===== src/cmd_queue.sv =====
/* synchronous command queue, circular buffer with fill count
   half-full ready and sticky overflow on a push into a full queue */
module cmd_queue #(
   parameter type         payload_t    = logic [7:0],
   parameter int unsigned queue_addr_w = 5
) (
   input  logic     clk_tlx,
   input  logic     rst_n,
   input  logic     push,
   input  payload_t push_data,
   input  logic     pop,
   output payload_t head,
   output logic     not_empty,
   output logic     ready,
   output logic     ovfl
);

   localparam int unsigned depth = 2 ** queue_addr_w;

   // storage, no reset needed on the data path
   payload_t mem [depth];

   logic [queue_addr_w-1:0] wr_ptr;
   logic [queue_addr_w-1:0] rd_ptr;
   // one extra bit so a full queue is distinct from empty
   logic [queue_addr_w:0]   count;
   logic                    full;
   logic                    push_ok;
   logic                    pop_ok;

   assign full      = count[queue_addr_w];
   assign not_empty = |count;
   // ready drops once half the entries are taken
   assign ready     = ~|count[queue_addr_w:queue_addr_w-1];
   assign push_ok   = push && !full;
   assign pop_ok    = pop && not_empty;
   // oldest entry is always visible
   assign head      = mem[rd_ptr];

   always_ff @(posedge clk_tlx)
   begin
      if (push_ok)
         mem[wr_ptr] <= push_data;
   end

   // ------------------------------------------------------------------
   // pointers, fill count and overflow flag
   // ------------------------------------------------------------------
   always_ff @(posedge clk_tlx or negedge rst_n)
   begin
      if (!rst_n)
      begin
         wr_ptr <= '0;
         rd_ptr <= '0;
         count  <= '0;
         ovfl   <= 1'b0;
      end
      else
      begin
         if (push_ok)
            wr_ptr <= wr_ptr + 1'b1;
         if (pop_ok)
            rd_ptr <= rd_ptr + 1'b1;
         // simultaneous push and pop keeps the count
         case ({push_ok, pop_ok})
            2'b10:   count <= count + 1'b1;
            2'b01:   count <= count - 1'b1;
            default: count <= count;
         endcase
         // dropped push is remembered until reset
         if (push && full)
            ovfl <= 1'b1;
      end
   end

endmodule


===== config.mk =====
export PLATFORM = sky130hd
export DESIGN_NAME = cmd_queue
export DESIGN_NICKNAME = d
export VERILOG_FILES = /design/src/cmd_queue.sv
export SDC_FILE = /design/constraint.sdc
export NUM_CORES = 1
export LEC_CHECK = 0
export ABC_CLOCK_PERIOD_IN_PS = 2980
export BUFFER_PORTS_ARGS = -buffer_cell sky130_fd_sc_hd__clkbuf_2
export CORE_ASPECT_RATIO = 1.2
export CORE_MARGIN = 2
export CORE_UTILIZATION = 30
export DETAILED_ROUTE_END_ITERATION = 10
export GPL_ROUTABILITY_DRIVEN = 0
export PLACE_DENSITY = 0.5
export SETUP_SLACK_MARGIN = 0.15
export SLEW_MARGIN = 20
export SYNTH_ARGS = -nofsm -noshare
export SYNTH_HDL_FRONTEND = slang
export SYNTH_SLANG_ARGS = --single-unit

===== constraint.sdc =====
create_clock -name clk_tlx -period 2.98 [get_ports clk_tlx]
set_clock_uncertainty 0.05 [all_clocks]
set_input_delay 0.596 -clock clk_tlx [delete_from_list [all_inputs] [get_ports clk_tlx]]
set_output_delay 0.596 -clock clk_tlx [all_outputs]
set_load 0.02 [all_outputs]

# After elaboration in Yosys (flattened, before gate mapping)
# Memories as Yosys holds them, arrays and structs flattened.
# Index checks and enable logic that the tools add are counted.
[word_totals]
input_bits = 12
memories = 1
register_bits = 17
output_inout_bits = 11
ram_bits = 256
[mem_list]
columns = ["name", "words", "word_bits", "rd", "rd_ports_with_merged_regs", "wr", "line_no", "rtl"]
rows = [
  ["mem", 32, 8, 1, 0, 1, "21", "payload_t mem [depth];"],
]
[op_classes]
n_addsub = 4
reduce_logical = 8
n_mux = 3
eq_ne = 2
[ops]
columns = ["op", "n"]
rows = [
  ["$pmux 6 s2", 1],
  ["$add 5x1->5 const B", 2],
  ["$add 6x1->6 const B", 1],
  ["$reduce_or 6->1", 1],
  ["$sub 6x1->6 const B", 1],
  ["$logic_and 1x1->1", 3],
  ["$eq 2x1->1 const B", 1],
  ["$eq 2x2->1 const B", 1],
  ["$logic_not 1->1", 2],
  ["$mux 1", 2],
  ["$reduce_bool 2->1", 1],
  ["$reduce_or 2->1", 1],
]

# Depth between registers and ports, before layout
[depth]
word_depth = 4
depth_mapped = 9
depth_no_buf = 8

# Worst setup path before layout
# Ideal clock, no wire load.
[synth_timing]
kind = "flip-flop to flip-flop"
start = "register count[5]"
end = "register count[5]"
setup_slack_ps = 324
setup_time_ps = 79
period_less_slack_ps = 2656
arrival_time_ps = 2527
n_path_buf = 0
path_stages_with_launch = 9
cell_sequence = "dfrtp_1 nor2_1 a21boi_1 ha_1 ha_1 or4b_1 o311ai_1 or3b_1 xor2_1"
[synth_between]
elab_chain_cells = 4
[synth_rtl]
columns = ["item", "line_no", "rtl"]
rows = [
  ["from (decl)", "26", "logic [queue_addr_w:0] count;"],
  ["from (signal assigned)", "66", "2'b10: count <= count + 1'b1;"],
  ["from (signal assigned)", "67", "2'b01: count <= count - 1'b1;"],
  ["from (signal assigned)", "68", "default: count <= count;"],
  ["$reduce_or 6->1 (*)", "32", "assign not_empty = |count;"],
  ["$logic_and 1x1->1 (*)", "36", "assign pop_ok = pop && not_empty;"],
  ["via pop_ok", "29", "logic pop_ok;"],
  ["$eq 2x1->1 / $eq 2x2->1 (equally long branches)", "65", "case ({push_ok, pop_ok})"],
  ["$pmux 6 s2 / $reduce_bool 2->1 (equally long branches)", "--", ""],
]
# The timed path passes the listed nets; every way through them passes the cells marked *.
# A chain may end at the register's enable or synchronous reset.

==> out/metrics.cfg <==
[detailed_routing]
route.final.wire_length_um=25210
detailed_route_via_count=5503
viasPerCell=4.836
initialDrtViolationCount=351
antenna_left=0
detailedRoute.firstPassIterationCount=4
route.detailed.drc=0
post_drt_wl_per_cell_um=22.15

[critical_path]
data_required_time_at_the_worst_endpoint_ps=2330
crit_path_max_incr_delay_ps=530
critical-path-top-delay-family=buffers and inverters
most_repeated_library_cell_on_the_critical_path=sky130_fd_sc_hd__buf_6
timing.critical_path.buf_inv=4
list_of_cells_traversed_by_the_critical_path=buf_6 -> buf_16 -> buf_6 -> mux4_2 -> a22o_1 -> a211oi_2 -> a21oi_1 -> buf_2
maximum_fanout_along_the_worst_path=5
end_kind=output pin
cp_data_arrival_time_ps=2640
cp_launch_type=flop
critical_path_type=flop to output pin
worst_path_max_delay_cell=sky130_fd_sc_hd__dfrtp_4

[logic_synthesis]
syn_area_per_cell_sq_um=19.84
mappedNetlistArea_sq_mm=0.01091
syn-instance-count=550
synth_fp_nets=573
yosysSeqAreaShare_pct=74.33
number_of_different_library_cells_in_the_post_synthesis_netlist=42
synth_seq_cells=273
yosysWarnings=0

[min_path]
worst_hold_path_type=primary input to flop

[clock_network]
root_buffer=sky130_fd_sc_hd__clkbuf_16
cts_tree=built
maximum_number_of_buffers_from_clock_root_to_sink=3
cts_made_buffers=27
cts-htree-levels=1
clk_latency_ps=550
clock_sink_count=273
worst_setup_hold_path_clk_slew_ps=70

[placement]
port-buffer-count=22
dpl-instance-area_sq_mm=0.01197
hpwl_um=16060
dp_slack_ps=44.55
inst_count_dp=1079

[global_routing]
first_global_vias=5863
global_router_s_overall_resource_usage_pct=13.66
initial_antenna_violation_count=1
maximum_number_of_pins_on_one_net_before_global_route_repair=33
grt_remaining_overflow=0
grt_pass1_wl_um=37940

[timing]
maxSlewViolCount=0
hold_violations=0
finalWorstPathRequiredPeriod_ps=3286
fin_crit_sh_pct=110.3
timing.final.setup_violations=8
tightest_slew_ps=840.0
max_clock_freq_mhz=304.3
totalNegativeSetupSlack_ps=-2080
slew_headroom_pct=44.00
rsz0062_at_grt=true
worst_hold_slack_ps=225.5
fin_ws_ps=-306.4

[job]
cap_violations=0

[power_and_ir_drop]
pwr_density_cell_mw_per_mm2=942.2
total_leakage_power_nw=4.439
ir_worst_vdd_mv=0.4522
power_mw=12.47

[outcome]
violations=setup timing
status=complete, but fails checks

[final_layout]
number_of_standard_cells_in_the_final_layout_excluding_fillers=1138
area_growth_pct=21.24
mostFrequentLayoutCells=256 x sky130_fd_sc_hd__edfxtp_1, 64 x sky130_fd_sc_hd__buf_4, 37 x sky130_fd_sc_hd__mux4_2, 35 x sky130_fd_sc_hd__nor2_1, 28 x sky130_fd_sc_hd__mux2i_1
layout.cell_area.non_filler_sq_mm=0.01323
insertedDiodeCount=0
layout_commonest_cell=sky130_fd_sc_hd__edfxtp_1
nets=673
post_route_cells_drive_above_1_share_pct=31.34
final_util_pct=36.91

[floorplanning]
core.rowCount=76
floorplan.die_area_sq_mm=0.03793
coreArea_sq_mm=0.03585
initial_utilization_pct=30.44
io_pins=23
die_height_um=212.9
dieWidth_um=178.1

-- state kept, by name (all words and copies together), names as in the netlist --
name    flops
count       6
mem       256
ovfl        1
rd_ptr      5
wr_ptr      5
-- cell usage after synthesis, drive strengths merged --
master  number  area (sq um)
edfxtp     256          7687
mux4        50          1205
nor2        36         135.1
mux2i       30         300.3
buf         18         150.2
dfrtp       17         425.4
a211oi      15         112.6
nand2       12         45.04
a21oi       11         55.05
clkbuf      11         41.29
ha          10         125.1
a22oi        8         60.06
o21ai        8         40.04
o221ai       8         70.07
xnor2        8         70.07
a22o         7         61.31
o22ai        7         43.79
inv          4         15.01
or3b         4         35.04
xor2         4         35.03
a21o         3         22.52
nand3b       3         22.52
nand4        3         18.77
nor2b        3         18.77
mux2         2         22.52
nand3        2         10.01
nor4         2         12.51
a21boi       1         7.510
fa           1         20.02
nand2b       1         6.260
nor4b        1         8.760
o311ai       1         8.760
or2          1         6.260
or3          1         6.260
or4b         1         10.01
-- per-layer routing --
layer / track usage (%) / part of all wire (%) / vias up / routed length (um)
li1: - / - / 2463 / -
met1: 17.57 / 42 / 2899 / 10710
met2: 24.00 / 52 / 107 / 13060
met3: 1.709 / 3.6 / 34 / 898
met4: 4.211 / 2.1 / 0 / 535
met5: 0 / 0 / - / 0
-- final timing paths --
check | startpoint | endpoint | slack (ps) | depth (start not counted)
hold / removal | push | ovfl | 230 | 2
setup / recovery | rd_ptr[0] | head[7] | -310 | 8
setup reg to reg | count[0] | count[5] | 340 | 8
hold reg to reg | ovfl | ovfl | 440 | 1
min in group asynchronous | rst_n | count[5] | 500 | 2
max in group asynchronous | rst_n | rd_ptr[0] | 2000 | 2
-- cells by family (layout without fill, tap and decap cells) --
group | count (synthesis) | in the layout | synth area share, %
buffers and inverters | 33 | 153 | 1.892
xor gates and xnor gates | 12 | 12 | 0.9630
DFF | 273 | 273 | 74.33
muxes | 82 | 82 | 14.00
and+or+nand+nor | 70 | 70 | 3.073
adders and majority gates | 11 | 11 | 1.330
AOI/OAI and AO/OA | 69 | 69 | 4.414
-- area by class of cell --
cell class                      count  area, sq um
Tap cell                          468        585.6
Clock inverter                      9        110.1
Multi-Input combinational cell    244         2720
Timing Repair Buffer              100        889.6
Sequential cell                   273         8118
Inverter                            4        15.01
Fill cell                        3281        22620
Clock buffer                       40        794.5
-- report_power, final --
part,total [mW],switching [mW],internal [mW]
clock,3.41,1.39,2.02
sequential,4.67,0.234,4.44
combinational,4.39,2.24,2.15
total,12.5,3.86,8.60
-- repair_timing --
item,in CTS,in global routing
setup endpoints to repair,8,9
gates resized for setup,35,40
hold endpoints to repair,17,0
buffers inserted,3,4
cloned,2,0
hold buffers,1,0
pin swaps,7,11
Power figures use the tool's default switching activity.
