**src/tlx_cmd_pkg.sv**
```systemverilog
/* TLX command converter shared definitions
   field widths, command and fault structs and credit margins */
package tlx_cmd_pkg;

   // ------------------------------------------------------------------
   // field widths of the TLX command channel
   // ------------------------------------------------------------------
   localparam int unsigned opcode_w = 8;
   // effective address or object handle
   localparam int unsigned ea_w     = 68;
   localparam int unsigned afutag_w = 16;
   // data length code, 2'b10 means 128 bytes
   localparam int unsigned dl_w     = 2;
   localparam int unsigned pl_w     = 3;
   // one 64 byte data beat
   localparam int unsigned beat_w   = 512;

   // ------------------------------------------------------------------
   // payload types
   // ------------------------------------------------------------------
   // command as accepted from the accelerator and as issued to TLX
   typedef struct packed {
      logic [opcode_w-1:0] opcode;
      logic [ea_w-1:0]     ea_or_obj;
      logic [afutag_w-1:0] afutag;
      logic [dl_w-1:0]     dl;
      logic [pl_w-1:0]     pl;
   } tlx_cmd_t;

   // one write request, command plus up to two beats
   typedef struct packed {
      tlx_cmd_t          cmd;
      logic [beat_w-1:0] beat_even;
      logic [beat_w-1:0] beat_odd;
   } wr_req_t;

   // sticky fault bits, cleared only by reset
   typedef struct packed {
      logic wr_queue_ovfl;
      logic rd_queue_ovfl;
      logic cmd_credit_breach;
      logic data_credit_breach;
   } fault_t;

   // ------------------------------------------------------------------
   // constants
   // ------------------------------------------------------------------
   // 128 byte write, odd beat follows the even beat
   localparam logic [dl_w-1:0] dl_128b = 2'b10;
   // margins cover the decision to counter update pipeline
   localparam int unsigned cmd_credit_margin  = 3;
   localparam int unsigned data_credit_margin = 5;

endpackage

```
**src/credit_tracker.sv**
```systemverilog
/* TLX command and data credit counters
   registered low-credit flags and sticky credit breach flags */
module credit_tracker #(
   parameter int unsigned init_cmd_credit  = 8,
   parameter int unsigned init_data_credit = 16
) (
   input  logic clk_tlx,
   input  logic rst_n,
   input  logic cmd_credit,
   input  logic data_credit,
   input  logic cmd_valid,
   input  logic cdata_valid,
   output logic cmd_low,
   output logic data_low,
   output logic cmd_breach,
   output logic data_breach
);

   localparam int unsigned cmd_cnt_w  = $clog2(init_cmd_credit + 1);
   localparam int unsigned data_cnt_w = $clog2(init_data_credit + 1);

   logic [cmd_cnt_w-1:0]  cmd_cnt;
   logic [data_cnt_w-1:0] data_cnt;

   // ------------------------------------------------------------------
   // up/down counters, a return and a use together cancel out
   // ------------------------------------------------------------------
   always_ff @(posedge clk_tlx or negedge rst_n)
   begin
      if (!rst_n)
      begin
         cmd_cnt  <= cmd_cnt_w'(init_cmd_credit);
         data_cnt <= data_cnt_w'(init_data_credit);
      end
      else
      begin
         case ({cmd_credit, cmd_valid})
            2'b10:   cmd_cnt <= cmd_cnt + 1'b1;
            2'b01:   cmd_cnt <= cmd_cnt - 1'b1;
            default: cmd_cnt <= cmd_cnt;
         endcase
         // one data credit per 64 byte beat
         case ({data_credit, cdata_valid})
            2'b10:   data_cnt <= data_cnt + 1'b1;
            2'b01:   data_cnt <= data_cnt - 1'b1;
            default: data_cnt <= data_cnt;
         endcase
      end
   end

   // ------------------------------------------------------------------
   // low flags one cycle behind the count, breach flags sticky
   // ------------------------------------------------------------------
   always_ff @(posedge clk_tlx or negedge rst_n)
   begin
      if (!rst_n)
      begin
         cmd_low     <= 1'b0;
         data_low    <= 1'b0;
         cmd_breach  <= 1'b0;
         data_breach <= 1'b0;
      end
      else
      begin
         cmd_low  <= (cmd_cnt <= cmd_cnt_w'(tlx_cmd_pkg::cmd_credit_margin));
         data_low <= (data_cnt < data_cnt_w'(tlx_cmd_pkg::data_credit_margin));
         // command sent with no credit left
         if (cmd_valid && (cmd_cnt == '0))
            cmd_breach <= 1'b1;
         // beat sent with no data credit left
         if (cdata_valid && (data_cnt == '0))
            data_breach <= 1'b1;
      end
   end

endmodule

```
**config.mk**
```make
export PLATFORM = sky130hd
export DESIGN_NAME = credit_tracker
export DESIGN_NICKNAME = d
export VERILOG_FILES = /design/src/tlx_cmd_pkg.sv /design/src/credit_tracker.sv
export SDC_FILE = /design/constraint.sdc
export NUM_CORES = 1
export LEC_CHECK = 0
export BUFFER_PORTS_ARGS = -buffer_cell sky130_fd_sc_hd__buf_2
export CAP_MARGIN = 20
export CELL_PAD_IN_SITES_DETAIL_PLACEMENT = 1
export CELL_PAD_IN_SITES_GLOBAL_PLACEMENT = 1
export CORE_UTILIZATION = 46
export CTS_BUF_LIST = sky130_fd_sc_hd__clkbuf_8 sky130_fd_sc_hd__clkbuf_16
export CTS_CLUSTER_SIZE = 25
export DETAILED_ROUTE_END_ITERATION = 8
export PLACE_DENSITY = 0.79
export SYNTH_ARGS = -nofsm -noshare
export SYNTH_HDL_FRONTEND = slang
export SYNTH_SLANG_ARGS = --single-unit
```
**constraint.sdc**
```tcl
create_clock -name clk_tlx -period 3.95 [get_ports clk_tlx]
set_clock_uncertainty 0.1 [all_clocks]
set_input_delay 0.1975 -clock clk_tlx [delete_from_list [all_inputs] [get_ports clk_tlx]]
set_output_delay 0.1975 -clock clk_tlx [all_outputs]
set_load 0.05 [all_outputs]
```
# Word level (Yosys, flattened, before mapping)
# Cells that the tools add are included.
# word_totals
input_bits	6
register_bits	13
output_inout_bits	4
elab_cells	24
# op_classes
add_sub_neg	4
n_reduce_logical	6
mux	2
n_lt_le_gt_ge	2
n_eq_ne	4
# op_table
op	count
$pmux 5 s2	1
$pmux 4 s2	1
$add 5x1->5 const B	1
$logic_not 5->1	1
$lt 5x3->1 const B	1
$sub 5x1->5 const B	1
$add 4x1->4 const B	1
$eq 2x1->1 const B	2
$eq 2x2->1 const B	2
$le 4x2->1 const B	1
$logic_not 4->1	1
$reduce_bool 2->1	2
$sub 4x1->4 const B	1
$logic_and 1x1->1	2

# Depth between registers and ports, before layout
# logic_depth
ltp_word	2
mapped_depth	9
depth_no_buf	8

# Least setup slack after synthesis
# Ideal clock, no wire load.
# synth_timing
path_type	input port to flip-flop
from	input data_credit
to	register data_cnt[4]
path_buffers	1
required_time_ns	3.762
cell_stages	9
setup_ns	0.088
arrival_time_ns	1.571
slack_ns	2.191
path_cell_list	inv_1 -> ha_1 -> clkbuf_1 -> xor2_1 -> ha_1 -> o21ai_0 -> a311oi_1 -> o21ai_0 -> xor2_1
# synth_via
elab_chain_cells	2
word_cells_on_any_way	4
classes_between	eq/ne (2); mux (1); reduce/logical (1)
# synth_rtl
item	line	text
start, declared	credit_tracker.sv:10	input logic data_credit,
$eq 2x1->1 / $eq 2x2->1 (equally long branches)	credit_tracker.sv:43	case ({data_credit, cdata_valid})
$pmux 5 s2 / $reduce_bool 2->1 (equally long branches)	-	
end signal, assigned	credit_tracker.sv:44	2'b10: data_cnt <= data_cnt + 1'b1;
end signal, assigned	credit_tracker.sv:45	2'b01: data_cnt <= data_cnt - 1'b1;
end signal, assigned	credit_tracker.sv:46	default: data_cnt <= data_cnt;
end, declared	credit_tracker.sv:23	logic [data_cnt_w-1:0] data_cnt;
# Parallel ways exist; a longest one is shown, timed or not.
# A chain may end at the register's enable or synchronous reset.

# Worst setup path in the final report
# Ends and elaborated chain as after synthesis.

==> run metrics <==
largest net degree at the start of global routing 14; CP Data Required Time around 4 ns; remaining global-route overflow 0; Initial Utilization 0.503; CP max FO 8; Max Cap Viol 0; Final Slew Violations 0; sequential share of the synthesized area 0.423; Hold Path Class primary input to flip-flop; Final Net Count 101; highest clock rate 0.585 GHz; Final Hold Vio Count 0; RSZ-0062 raised after global routing false; Seq cells post-synth 13; hold_buf cts 1; Tmin final 1.71 ns; drt initial violations 3; status complete, no violations; initial antenna violation count 0; P_int between 0.0003 and 0.0004 W; post-DR vias/cell 5.66; Wirelength per Cell 15.2 µm; Sw Share 0.419; Max clock buf depth 2; internal reg-to-reg setup slack 2.25 ns; row count 14; Crit Path Class primary input to flip-flop; DP HPWL 1.23 mm; setup TNS 0 ns; core region area 1540 µm²; Routed WL 1.56 mm; Syn Nets 89; First-pass DRT Iterations 2; GP Congestion 0.816; Skew-Pair Late Insertion Delay ~0.24 ns; I/O Buffers 9; clock network power share 0.165; endpoints failing setup 0; crit path capture type flip-flop; combinational share of power 0.429; critical path launch point type primary input; share of layout cells above drive strength 1 0.207; vias in the first global route roughly 630; post-synth top area cell dfrtp_1; Clock Pin Slew Worst Setup and Hold Paths 0.05 ns; synth-to-layout area growth 14.0%; post-cts gate resize count 0; Reg power frac 0.407; CTS root buf clkbuf_8; full die area 1850 µm²; Pwr Total 0.000686 W; Max-slew headroom 0.785; commonest non-fill, non-tap cell in the layout dfrtp_1; die width 43.1 µm; most frequent cells in the layout dfrtp_1 (11), nor2_1 (9), buf_2 (9); Worst-Margin Slew 0.323 ns; via count 583; Synth top area share 0.355; number of H-tree levels 1; first-pass GRT wire length approximately 2.7 mm; gr usage total 0.205; Final ANT Viol Nets 0; NetSw 0.000287 W; Worst EP arrival between 1.5 and 2 ns; post-synthesis cell area 776 µm²; Die Y 43.1 µm; io pins 10; Synth cell types 28; synthesized instance count 76; Synth area leaders dfrtp_1 (35%), ha_1 (11%), xor2_1 (9.0%); post-CTS setup buffer count 0; Pwr Density 776 nW/µm²; total CTS buffers 3; Syn Area/Cell 10.2 µm²; Sinks on Clock Net 13; drt drc 0; final worst path period share 0.433; ANT cells 0; Leakage about 0.43 nW; peak supply drop 391 µV; Ys Warns 0; CTS tree built
## routing by layer
layer | vias up | part of all wire | global-route usage
li1 | 285 | - | -
met1 | 286 | 0.45 | 0.233
met2 | 12 | 0.51 | 0.348
met3 | 0 | 0.042 | 0.0766
met4 | 0 | 0 | 0.0727
met5 | - | 0 | 0
## layout make-up
type	count	area [µm²]
Inverter	3	11.3
Fill cell	183	657
Clock inverter	1	3.75
Tap cell	16	20.0
Clock buffer	3	41.3
Timing Repair Buffer	10	55.1
Sequential cell	13	328
Multi-Input combinational cell	57	425
## final timing paths
| path | cells past startpoint | to | start |
|---|---|---|---|
| worst max register to register | 6 | data_cnt[4]$_DFFE_PN1P_ | data_cnt[1]$_DFFE_PN0P_ |
| worst min register to register | 1 | cmd_breach$_DFFE_PN0P_ | cmd_breach$_DFFE_PN0P_ |
| max in group asynchronous | 2 | data_cnt[4]$_DFFE_PN1P_ | rst_n |
| min in group asynchronous | 2 | data_breach$_DFFE_PN0P_ | rst_n |
| worst min-delay path | 2 | cmd_breach$_DFFE_PN0P_ | cmd_valid |
| worst max-delay path | 9 | data_cnt[4]$_DFFE_PN1P_ | data_credit |
## through the flow
step	cells	cell area (µm²)	hold slack, ns	setup WS, ns	util
after floorplan	76	776	-0.198	2.19	-
after global placement	98	830	-0.00960	2.05	0.538
after detailed placement	98	830	-0.00419	1.98	0.538
after CTS	103	885	0.139	2.23	0.574
after global routing	103	885	0.137	2.03	0.574
final	103	885	0.146	2.24	0.574
## Yosys cell counts
cell type / instances
o21ai_0: 4
ha_1: 7
or4b_1: 1
or3_2: 1
mux2_2: 2
nand4_1: 1
a31oi_1: 1
nor2b_1: 1
and3b_1: 1
a41o_1: 1
inv_1: 3
dfrtp_1: 11
nand2_1: 2
xnor2_1: 3
o21a_1: 1
clkbuf_1: 3
nand2b_1: 2
a21o_1: 1
nor3b_1: 2
dfstp_2: 2
xor2_1: 8
nand3_1: 2
a31o_2: 1
mux2i_1: 1
a21oi_1: 3
nor2_1: 9
nand3b_1: 1
a311oi_1: 1
## sequential cells by signal (all words and copies together) (netlist names)
signal	flops
data_cnt	5
data_low	1
cmd_low	1
data_breach	1
cmd_cnt	4
cmd_breach	1
## kinds of logic after synthesis
group | count (synthesis) | synth area share
compound gates | 13 | 0.108
mux | 3 | 0.0419
fa+ha+maj | 7 | 0.113
simple gates | 23 | 0.161
buf+inv | 6 | 0.0290
flops | 13 | 0.423
xor+xnor | 11 | 0.124
## power by group through the flow
stage          Clock, W  Sequential [W]  Combinational (W)
2_1_floorplan         0        0.000313           0.000188
3_3_place_gp          0        0.000276           0.000282
3_5_place_dp          0        0.000282           0.000297
4_1_cts        0.000116        0.000281           0.000298
5_1_grt        0.000123        0.000291           0.000329
6_report       0.000113        0.000279           0.000294
## worst max-delay path, stage by stage
cell and delay, ns:
buf_2 0.10, inv_1 0.07, ha_1 0.35, xor2_1 0.18, ha_1 0.21, o21ai_0 0.11
a311oi_1 0.26, o21ai_0 0.13, xor2_1 0.16
(Power assumes the default switching activity.)
